===== config.mk =====
export PLATFORM = sky130hd
export DESIGN_NAME = dram_sched
export DESIGN_NICKNAME = d
export VERILOG_FILES = /design/src/hdl/dram_sched_pkg.sv /design/src/hdl/way_arbiter.sv /design/src/hdl/cmd_fifo.sv /design/src/hdl/dram_port.sv /design/src/hdl/dram_sched.sv
export SDC_FILE = /design/constraint.sdc
export NUM_CORES = 1
export LEC_CHECK = 0
export BUFFER_PORTS_ARGS = -buffer_cell sky130_fd_sc_hd__buf_4
export CELL_PAD_IN_SITES_DETAIL_PLACEMENT = 1
export CELL_PAD_IN_SITES_GLOBAL_PLACEMENT = 2
export CORE_ASPECT_RATIO = 0.75
export CORE_MARGIN = 1
export CORE_UTILIZATION = 44
export DETAILED_ROUTE_END_ITERATION = 10
export MAX_ROUTING_LAYER = met4
export PLACE_DENSITY = 0.85
export SLEW_MARGIN = 20
export SYNTH_ARGS = -nofsm -noshare
export SYNTH_HDL_FRONTEND = slang
export SYNTH_HIERARCHICAL = 1
export SYNTH_SLANG_ARGS = --single-unit

===== constraint.sdc =====
create_clock -name CLK -period 5.4 [get_ports CLK]
set_clock_uncertainty 0.15 [all_clocks]
set_input_delay 0.54 -clock CLK [delete_from_list [all_inputs] [get_ports CLK]]
set_output_delay 0.54 -clock CLK [all_outputs]
set_load 0.01 [all_outputs]

===== src/hdl/dram_sched_pkg.sv =====
package dram_sched_pkg;

  // ####################
  // sizes and address map
  // ####################

  // way sources feeding the scheduler
  localparam int NUM_WAYS = 8;

  // start distance between way read regions
  localparam logic [31:0] WAY_SPAN = 32'h0000_1000;
  // step after each read
  localparam logic [31:0] RD_STRIDE = 32'h40;
  // step after each write
  localparam logic [31:0] WR_STRIDE = 32'h80;
  // offset of the upper memory half
  localparam logic [31:0] HALF_BASE = 32'h0010_0000;

  // burst lengths per command
  localparam logic [7:0] RD_BLOCKS = 8'd4;
  localparam logic [7:0] WR_BLOCKS = 8'd8;

  // ####################
  // types
  // ####################

  typedef enum logic {
    CMD_READ  = 1'b0,
    CMD_WRITE = 1'b1
  } cmd_op_e;

  // one DRAM access, 41 bits
  typedef struct packed {
    cmd_op_e     op;
    logic [31:0] addr;
    logic [7:0]  blocks;
  } dram_cmd_t;

  // two request levels, one bit per way
  typedef struct packed {
    logic [NUM_WAYS-1:0] urgent;
    logic [NUM_WAYS-1:0] normal;
  } way_req_t;

  typedef enum logic [1:0] {
    PORT_IDLE    = 2'd0,
    PORT_REQ     = 2'd1,
    PORT_RELEASE = 2'd2
  } port_state_e;

endpackage


===== src/hdl/way_arbiter.sv =====
`timescale 1ns/1ps

module way_arbiter #(
  parameter int WAY_READS = 3
) (
  input  logic                                CLK,
  input  logic                                RST,
  input  logic                                start,
  input  logic                                half,
  input  dram_sched_pkg::way_req_t            way_req,
  input  logic                                wr_req,
  input  logic                                full,
  output logic [dram_sched_pkg::NUM_WAYS-1:0] grant,
  output logic                                wr_grant,
  output logic                                push,
  output dram_sched_pkg::dram_cmd_t           push_cmd
);

  localparam int NW    = dram_sched_pkg::NUM_WAYS;
  localparam int CNT_W = $clog2(WAY_READS + 1);

  // isolate the lowest set bit, lowest way wins
  function automatic logic [NW-1:0] first_set(input logic [NW-1:0] vec);
    return vec & (~vec + 1'b1);
  endfunction

  // sampled requests
  dram_sched_pkg::way_req_t req_q;
  logic                     wr_q;

  // per run state
  logic                     half_q;
  logic [31:0]              rd_addr [NW];
  logic [CNT_W-1:0]         rd_cnt [NW];
  logic [31:0]              wr_addr;

  // choice
  logic [NW-1:0]            has_budget;
  logic [NW-1:0]            urg_ok;
  logic [NW-1:0]            nrm_ok;
  logic [NW-1:0]            rd_sel;
  logic [31:0]              sel_addr;
  logic                     can_grant;

  // run init, start reloads counters like reset
  logic                     run_init;
  logic                     init_half;

  // ####################
  // request sampling
  // ####################

  always_ff @(posedge CLK) begin
    if (RST) begin
      req_q <= '0;
      wr_q  <= 1'b0;
    end else begin
      req_q <= way_req;
      wr_q  <= wr_req;
    end
  end

  // ####################
  // priority pick
  // ####################

  always_comb begin
    for (int i = 0; i < NW; i++) begin
      has_budget[i] = rd_cnt[i] != CNT_W'(WAY_READS);
    end
  end

  // spent ways drop out of both levels
  assign urg_ok = req_q.urgent & has_budget;
  assign nrm_ok = req_q.normal & has_budget;

  // urgent first, then normal
  assign rd_sel = (|urg_ok) ? first_set(urg_ok) : first_set(nrm_ok);

  // hold off while buffer full or a run restarts
  assign can_grant = !full && !start;

  assign grant    = can_grant ? rd_sel : '0;
  // write only when no read is eligible
  assign wr_grant = can_grant && !(|rd_sel) && wr_q;
  assign push     = (|grant) || wr_grant;

  // address of the selected way
  always_comb begin
    sel_addr = '0;
    for (int i = 0; i < NW; i++) begin
      if (rd_sel[i]) begin
        sel_addr = rd_addr[i];
      end
    end
  end

  // command build
  always_comb begin
    if (|rd_sel) begin
      push_cmd.op     = dram_sched_pkg::CMD_READ;
      // reads go to the half selected at start
      push_cmd.addr   = sel_addr + (half_q ? dram_sched_pkg::HALF_BASE : 32'h0);
      push_cmd.blocks = dram_sched_pkg::RD_BLOCKS;
    end else begin
      push_cmd.op     = dram_sched_pkg::CMD_WRITE;
      push_cmd.addr   = wr_addr;
      push_cmd.blocks = dram_sched_pkg::WR_BLOCKS;
    end
  end

  // ####################
  // address counters
  // ####################

  assign run_init  = RST || start;
  // half is cleared by reset, latched by start
  assign init_half = !RST && half;

  always_ff @(posedge CLK) begin
    if (run_init) begin
      half_q  <= init_half;
      // writes land opposite to reads
      wr_addr <= init_half ? 32'h0 : dram_sched_pkg::HALF_BASE;
      for (int i = 0; i < NW; i++) begin
        rd_addr[i] <= 32'(i) * dram_sched_pkg::WAY_SPAN;
        rd_cnt[i]  <= '0;
      end
    end else begin
      for (int i = 0; i < NW; i++) begin
        if (grant[i]) begin
          rd_addr[i] <= rd_addr[i] + dram_sched_pkg::RD_STRIDE;
          rd_cnt[i]  <= rd_cnt[i] + 1'b1;
        end
      end
      if (wr_grant) begin
        wr_addr <= wr_addr + dram_sched_pkg::WR_STRIDE;
      end
    end
  end

endmodule


===== src/hdl/cmd_fifo.sv =====
`timescale 1ns/1ps

module cmd_fifo #(
  parameter int DEPTH = 4
) (
  input  logic                      CLK,
  input  logic                      RST,
  input  logic                      push,
  input  dram_sched_pkg::dram_cmd_t push_cmd,
  input  logic                      pop,
  output dram_sched_pkg::dram_cmd_t head,
  output logic                      empty,
  output logic                      full
);

  // pointer width, depth is a power of two
  localparam int AW = $clog2(DEPTH);

  dram_sched_pkg::dram_cmd_t mem [DEPTH];
  logic [AW-1:0]             wr_ptr;
  logic [AW-1:0]             rd_ptr;
  logic [AW:0]               count;

  // ####################
  // storage
  // ####################

  // producer checks full before pushing
  always_ff @(posedge CLK) begin
    if (push) begin
      mem[wr_ptr] <= push_cmd;
    end
  end

  // ####################
  // pointers and occupancy
  // ####################

  always_ff @(posedge CLK) begin
    if (RST) begin
      wr_ptr <= '0;
      rd_ptr <= '0;
      count  <= '0;
    end else begin
      // pointers wrap at the power of two
      if (push) begin
        wr_ptr <= wr_ptr + 1'b1;
      end
      if (pop) begin
        rd_ptr <= rd_ptr + 1'b1;
      end
      case ({push, pop})
        2'b10:   count <= count + 1'b1;
        2'b01:   count <= count - 1'b1;
        default: count <= count;
      endcase
    end
  end

  // oldest entry always on head
  assign head  = mem[rd_ptr];
  assign empty = count == '0;
  assign full  = count == (AW + 1)'(DEPTH);

endmodule


===== src/hdl/dram_port.sv =====
`timescale 1ns/1ps

module dram_port (
  input  logic                      CLK,
  input  logic                      RST,
  input  dram_sched_pkg::dram_cmd_t head,
  input  logic                      empty,
  input  logic                      cmd_ack,
  output logic                      pop,
  output dram_sched_pkg::dram_cmd_t cmd,
  output logic                      cmd_req
);

  dram_sched_pkg::port_state_e state;

  // ####################
  // handshake FSM
  // ####################

  // retire head on first sampled ack
  assign pop = (state == dram_sched_pkg::PORT_REQ) && cmd_ack;

  always_ff @(posedge CLK) begin
    if (RST) begin
      state   <= dram_sched_pkg::PORT_IDLE;
      cmd_req <= 1'b0;
    end else begin
      case (state)
        dram_sched_pkg::PORT_IDLE: begin
          // new command waiting
          if (!empty) begin
            cmd_req <= 1'b1;
            state   <= dram_sched_pkg::PORT_REQ;
          end
        end
        dram_sched_pkg::PORT_REQ: begin
          // DRAM took it, drop req
          if (cmd_ack) begin
            cmd_req <= 1'b0;
            state   <= dram_sched_pkg::PORT_RELEASE;
          end
        end
        dram_sched_pkg::PORT_RELEASE: begin
          // ack must fall before the next req
          if (!cmd_ack) begin
            state <= dram_sched_pkg::PORT_IDLE;
          end
        end
        default: begin
          cmd_req <= 1'b0;
          state   <= dram_sched_pkg::PORT_IDLE;
        end
      endcase
    end
  end

  // ####################
  // command register
  // ####################

  // loaded with req rise, held until the next idle pickup
  always_ff @(posedge CLK) begin
    if (state == dram_sched_pkg::PORT_IDLE && !empty) begin
      cmd <= head;
    end
  end

endmodule


===== src/hdl/dram_sched.sv =====
`timescale 1ns/1ps

module dram_sched #(
  parameter int WAY_READS  = 3,
  parameter int FIFO_DEPTH = 4
) (
  input  logic                                CLK,
  input  logic                                RST,
  input  logic                                start,
  input  logic                                half,
  input  dram_sched_pkg::way_req_t            way_req,
  input  logic                                wr_req,
  output logic [dram_sched_pkg::NUM_WAYS-1:0] grant,
  output logic                                wr_grant,
  output dram_sched_pkg::dram_cmd_t           cmd,
  output logic                                cmd_req,
  input  logic                                cmd_ack
);

  // arbiter to buffer
  logic                      push;
  dram_sched_pkg::dram_cmd_t push_cmd;
  logic                      full;

  // buffer to port
  dram_sched_pkg::dram_cmd_t head;
  logic                      empty;
  logic                      pop;

  // ####################
  // producer
  // ####################

  way_arbiter #(
    .WAY_READS (WAY_READS)
  ) u_arbiter (
    .CLK      (CLK),
    .RST      (RST),
    .start    (start),
    .half     (half),
    .way_req  (way_req),
    .wr_req   (wr_req),
    .full     (full),
    .grant    (grant),
    .wr_grant (wr_grant),
    .push     (push),
    .push_cmd (push_cmd)
  );

  // command buffer, grant order kept
  cmd_fifo #(
    .DEPTH (FIFO_DEPTH)
  ) u_fifo (
    .CLK      (CLK),
    .RST      (RST),
    .push     (push),
    .push_cmd (push_cmd),
    .pop      (pop),
    .head     (head),
    .empty    (empty),
    .full     (full)
  );

  // ####################
  // consumer
  // ####################

  dram_port u_port (
    .CLK     (CLK),
    .RST     (RST),
    .head    (head),
    .empty   (empty),
    .cmd_ack (cmd_ack),
    .pop     (pop),
    .cmd     (cmd),
    .cmd_req (cmd_req)
  );

endmodule


==> summary.json <==
{
  "ys_seq_area_share": {"value": 61.4, "unit": "%"},
  "synth_ff_type": {"value": "sky130_fd_sc_hd__edfxtp_1"},
  "yosys.cell_types.count": {"value": 73},
  "syn_area_per_cell": {"value": 12.4, "unit": "um^2"},
  "crit_arrival": {"value": 5.03, "unit": "ns"},
  "cts_inserted_buffers": {"value": 49},
  "period_minus_ws_final": {"value": 4.86, "unit": "ns"},
  "portBuffers": {"value": 72},
  "drt_wl_total": {"value": 62900, "unit": "um"},
  "htreeDepth": {"value": 2},
  "design.core.area": {"value": 51800, "unit": "um^2"},
  "dieArea": {"value": 53700, "unit": "um^2"},
  "initial_utilization": {"value": 44.8, "unit": "%"},
  "power.ir.vdd_worst": {"value": 0.273, "unit": "mV"},
  "clk_pin_slew": {"value": 0.06, "unit": "ns"},
  "final.hold.worst_slack": {"value": 0.0223, "unit": "ns"},
  "final_hold_viol_count": {"value": 0},
  "synth_area_leaders": {"value": "sky130_fd_sc_hd__edfxtp_1 59%, sky130_fd_sc_hd__nor2_1 4.7%, sky130_fd_sc_hd__xor2_1 4.5%, sky130_fd_sc_hd__mux4_2 3.9%, sky130_fd_sc_hd__xnor2_1 3.2%"},
  "drv_slew": {"value": 0},
  "clock_root_buffer": {"value": "sky130_fd_sc_hd__clkbuf_16"},
  "synthesis.area": {"value": 23200, "unit": "um^2"},
  "hold_path.startpoint": {"value": "way_req[4]"},
  "worstReg2RegEnd": {"value": "u_fifo/mem[0][39]"},
  "yosys_register_bits": {"value": 484},
  "place.detailed.hpwl": {"value": 44000, "unit": "um"},
  "worst_slew_pin_slew": {"value": 1.07, "unit": "ns"},
  "first_global_vias": {"value": 15951},
  "synth-warning-count": {"value": 6},
  "synthArstFlopShare": {"value": 0, "unit": "%"},
  "layout_net_count": {"value": 2002},
  "r2r.worst_path.cells": {"value": 13},
  "max_cap_violations": {"value": 0},
  "grt_setup_unrepaired": {"value": "no"},
  "number_of_antenna_violations_at_the_first_check_in_global_routing": {"value": 2},
  "postCtsResizedCells": {"value": 0},
  "criticalPathCategory": {"value": "reg2reg"},
  "max_freq": {"value": 0.206, "unit": "GHz"},
  "drt_first_pass_iters": {"value": 6},
  "routed-via-count": {"value": 15669},
  "routedWlPerCell": {"value": 23.3, "unit": "um"},
  "wire_length_of_the_first_global_routing_pass": {"value": 97400, "unit": "um"},
  "cts.sink_count": {"value": 484},
  "grt_util_all_layers": {"value": 24.6, "unit": "%"},
  "drive_above_1_share": {"value": 12.4, "unit": "%"},
  "netlist_instances": {"value": 1873},
  "synth_largest_area_cell": {"value": "sky130_fd_sc_hd__edfxtp_1"},
  "min-delay-path-class": {"value": "in2reg"},
  "cp_data_required_time": {"value": 5.57, "unit": "ns"},
  "fin_crit_sh": {"value": 90.0, "unit": "%"},
  "crit_path_start_kind": {"value": "flop"},
  "avgViaCountPerCell": {"value": 5.81},
  "final_wtd_congestion": {"value": 0.909},
  "min_path_cells": {"value": 2},
  "ant_nets": {"value": 0},
  "critical_path_peak_fanout": {"value": 24},
  "regToRegSetupSlack": {"value": 0.54, "unit": "ns"},
  "insertion_delay": {"value": 0.61, "unit": "ns"},
  "outcome": {"value": "finished clean"},
  "rr_startpoint": {"value": "u_arbiter/rd_cnt[1][0]"},
  "drt_iter0_drc": {"value": 1471},
  "tns": {"value": 0, "unit": "ns"},
  "power.density": {"value": 372, "unit": "nW/um^2"},
  "drc": {"value": 0},
  "post_synth_edffs": {"value": 455},
  "grt_start_max_net_pins": {"value": 56},
  "leakage": {"value": 8.85, "unit": "nW"},
  "tritoncts": {"value": "done"},
  "cts.path.max_buffers": {"value": 3},
  "yosysTopAreaCellShare": {"value": 58.9, "unit": "%"},
  "num_rows": {"value": 72},
  "die_h": {"value": 201, "unit": "um"},
  "slew-limit-headroom": {"value": 28.8, "unit": "%"},
  "setup_violations": {"value": 0},
  "whs_endpoint": {"value": "u_arbiter/req_q[4]"},
  "floorplan.die.width": {"value": 267, "unit": "um"},
  "floorplan.io_pins": {"value": 73},
  "setup.worst_path.start": {"value": "u_arbiter/rd_cnt[1][0]"},
  "setup.worst_path.end_class": {"value": "flop"},
  "overflow": {"value": 0},
  "areaGrowthSynthToFinish": {"value": 12.6, "unit": "%"}
}
## area by class of cell
type | count | area [um^2]
antenna | 1 | 2.50
clock buffer | 69 | 1350
clock inverter | 22 | 287
fill | 5349 | 25700
inverter | 43 | 161
multi-input combinational | 1274 | 8420
sequential | 484 | 14200
tap | 703 | 880
timing repair buffer | 103 | 783
## Yosys cell counts, types with 14 or more instances
| library cell | count |
|---|---|
| sky130_fd_sc_hd__a21oi_1 | 54 |
| sky130_fd_sc_hd__a222oi_1 | 22 |
| sky130_fd_sc_hd__a22oi_1 | 32 |
| sky130_fd_sc_hd__and2_1 | 24 |
| sky130_fd_sc_hd__and3_1 | 51 |
| sky130_fd_sc_hd__clkbuf_1 | 44 |
| sky130_fd_sc_hd__dfxtp_1 | 29 |
| sky130_fd_sc_hd__edfxtp_1 | 455 |
| sky130_fd_sc_hd__ha_1 | 24 |
| sky130_fd_sc_hd__inv_1 | 42 |
| sky130_fd_sc_hd__mux4_2 | 40 |
| sky130_fd_sc_hd__nand2_1 | 126 |
| sky130_fd_sc_hd__nand2b_1 | 14 |
| sky130_fd_sc_hd__nand3_1 | 122 |
| sky130_fd_sc_hd__nand4_1 | 31 |
| sky130_fd_sc_hd__nor2_1 | 293 |
| sky130_fd_sc_hd__nor2b_1 | 39 |
| sky130_fd_sc_hd__nor3_1 | 17 |
| sky130_fd_sc_hd__o21ai_0 | 38 |
| sky130_fd_sc_hd__or3_1 | 29 |
| sky130_fd_sc_hd__xnor2_1 | 86 |
| sky130_fd_sc_hd__xor2_1 | 118 |
## report_power, final
group | internal [W] | leakage [nW] | switching, W
registers | 0.00464 | 4.88 | 0.000243
clock network | 0.00200 | 0.797 | 0.00150
logic | 0.000528 | 3.18 | 0.000810
## through the flow
step	setup slack [ns]	area (um^2)	power (W)	util (%)	instances
global placement	0.980	24400	0.00621	47.2	2603
global route	0.208	26100	0.0101	50.4	2698
CTS	0.600	26100	0.00980	50.4	2698
floorplan	0.807	23200	0.00571	-	1884
detailed placement	0.754	24400	0.00629	47.2	2603
finish	0.540	26100	0.00972	50.4	2699
## flip-flops by register name (all words and copies together), names as in the netlist, 2 cells and up, named ones only
name / cells
u_fifo/rd_ptr: 2
u_fifo/mem: 164
u_port/state: 2
u_arbiter/wr_addr: 25
u_arbiter/rd_addr: 208
u_port/cmd: 41
u_arbiter/req_q: 16
u_fifo/wr_ptr: 2
u_fifo/count: 3
u_arbiter/rd_cnt: 16
## cell families after synthesis
logic type      Yosys count  synth area share, %
mux                      43                 4.09
compound gates          204                 6.29
other cells               1               0.0162
flops                   484                 61.4
fa+ha+maj                25                 1.38
xor+xnor                204                 7.70
simple gates            786                 16.5
buf+inv                 126                 2.66
## metal layers
metal  track usage, %  part of all wire, %  vias to the layer above
met5                -                    0                        -
met4             6.01                  2.1                        0
met3             4.54                  7.5                       93
met2             35.9                   45                      530
met1             35.3                   46                     7995
li1                 -                    -                     7051
## critical path: stages (launching register included)
cell and delay, ns:
sky130_fd_sc_hd__edfxtp_1 0.37, sky130_fd_sc_hd__ha_1 0.28, sky130_fd_sc_hd__nand2b_2 0.24, sky130_fd_sc_hd__nand4_4 0.26, sky130_fd_sc_hd__nor4_4 0.47, sky130_fd_sc_hd__or2_1 0.78, sky130_fd_sc_hd__a222oi_1 0.25, sky130_fd_sc_hd__nand3_1 0.23
sky130_fd_sc_hd__ha_1 0.19, sky130_fd_sc_hd__o21ai_0 0.13, sky130_fd_sc_hd__a21oi_1 0.25, sky130_fd_sc_hd__nand3_1 0.31, sky130_fd_sc_hd__nor4_4 0.26, sky130_fd_sc_hd__mux2_1 0.40
## how the worst max path moves through the flow
stage	slack (ns)	end	cells past startpoint
5_1_grt	0.21	u_fifo/mem[1][39]	15
6_report	0.54	u_fifo/mem[0][39]	13
3_5_place_dp	0.75	u_fifo/mem[3][39]	13
3_3_place_gp	0.98	u_fifo/mem[0][39]	13
4_1_cts	0.60	wr_grant	11
2_1_floorplan	0.81	u_arbiter/wr_addr[10]	12
## layout by cell type (no fill, tap or decap), drive strengths merged, types with 44 or more instances in the layout
| cell | Yosys | final |
|---|---|---|
| xnor2 | 86 | 86 |
| inv | 43 | 44 |
| nand3 | 122 | 122 |
| xor2 | 118 | 118 |
| nand2 | 126 | 126 |
| a21oi | 54 | 54 |
| and3 | 51 | 51 |
| nor2 | 293 | 293 |
| buf | 39 | 99 |
| edfxtp | 455 | 455 |
| clkbuf | 44 | 69 |
## timing repair
item,in CTS,in global routing
endpoints found under the hold margin,4,0
hold buffers,4,0
setup endpoints to repair,0,0
buffers inserted,0,0
Power figures use the tool's default switching activity.
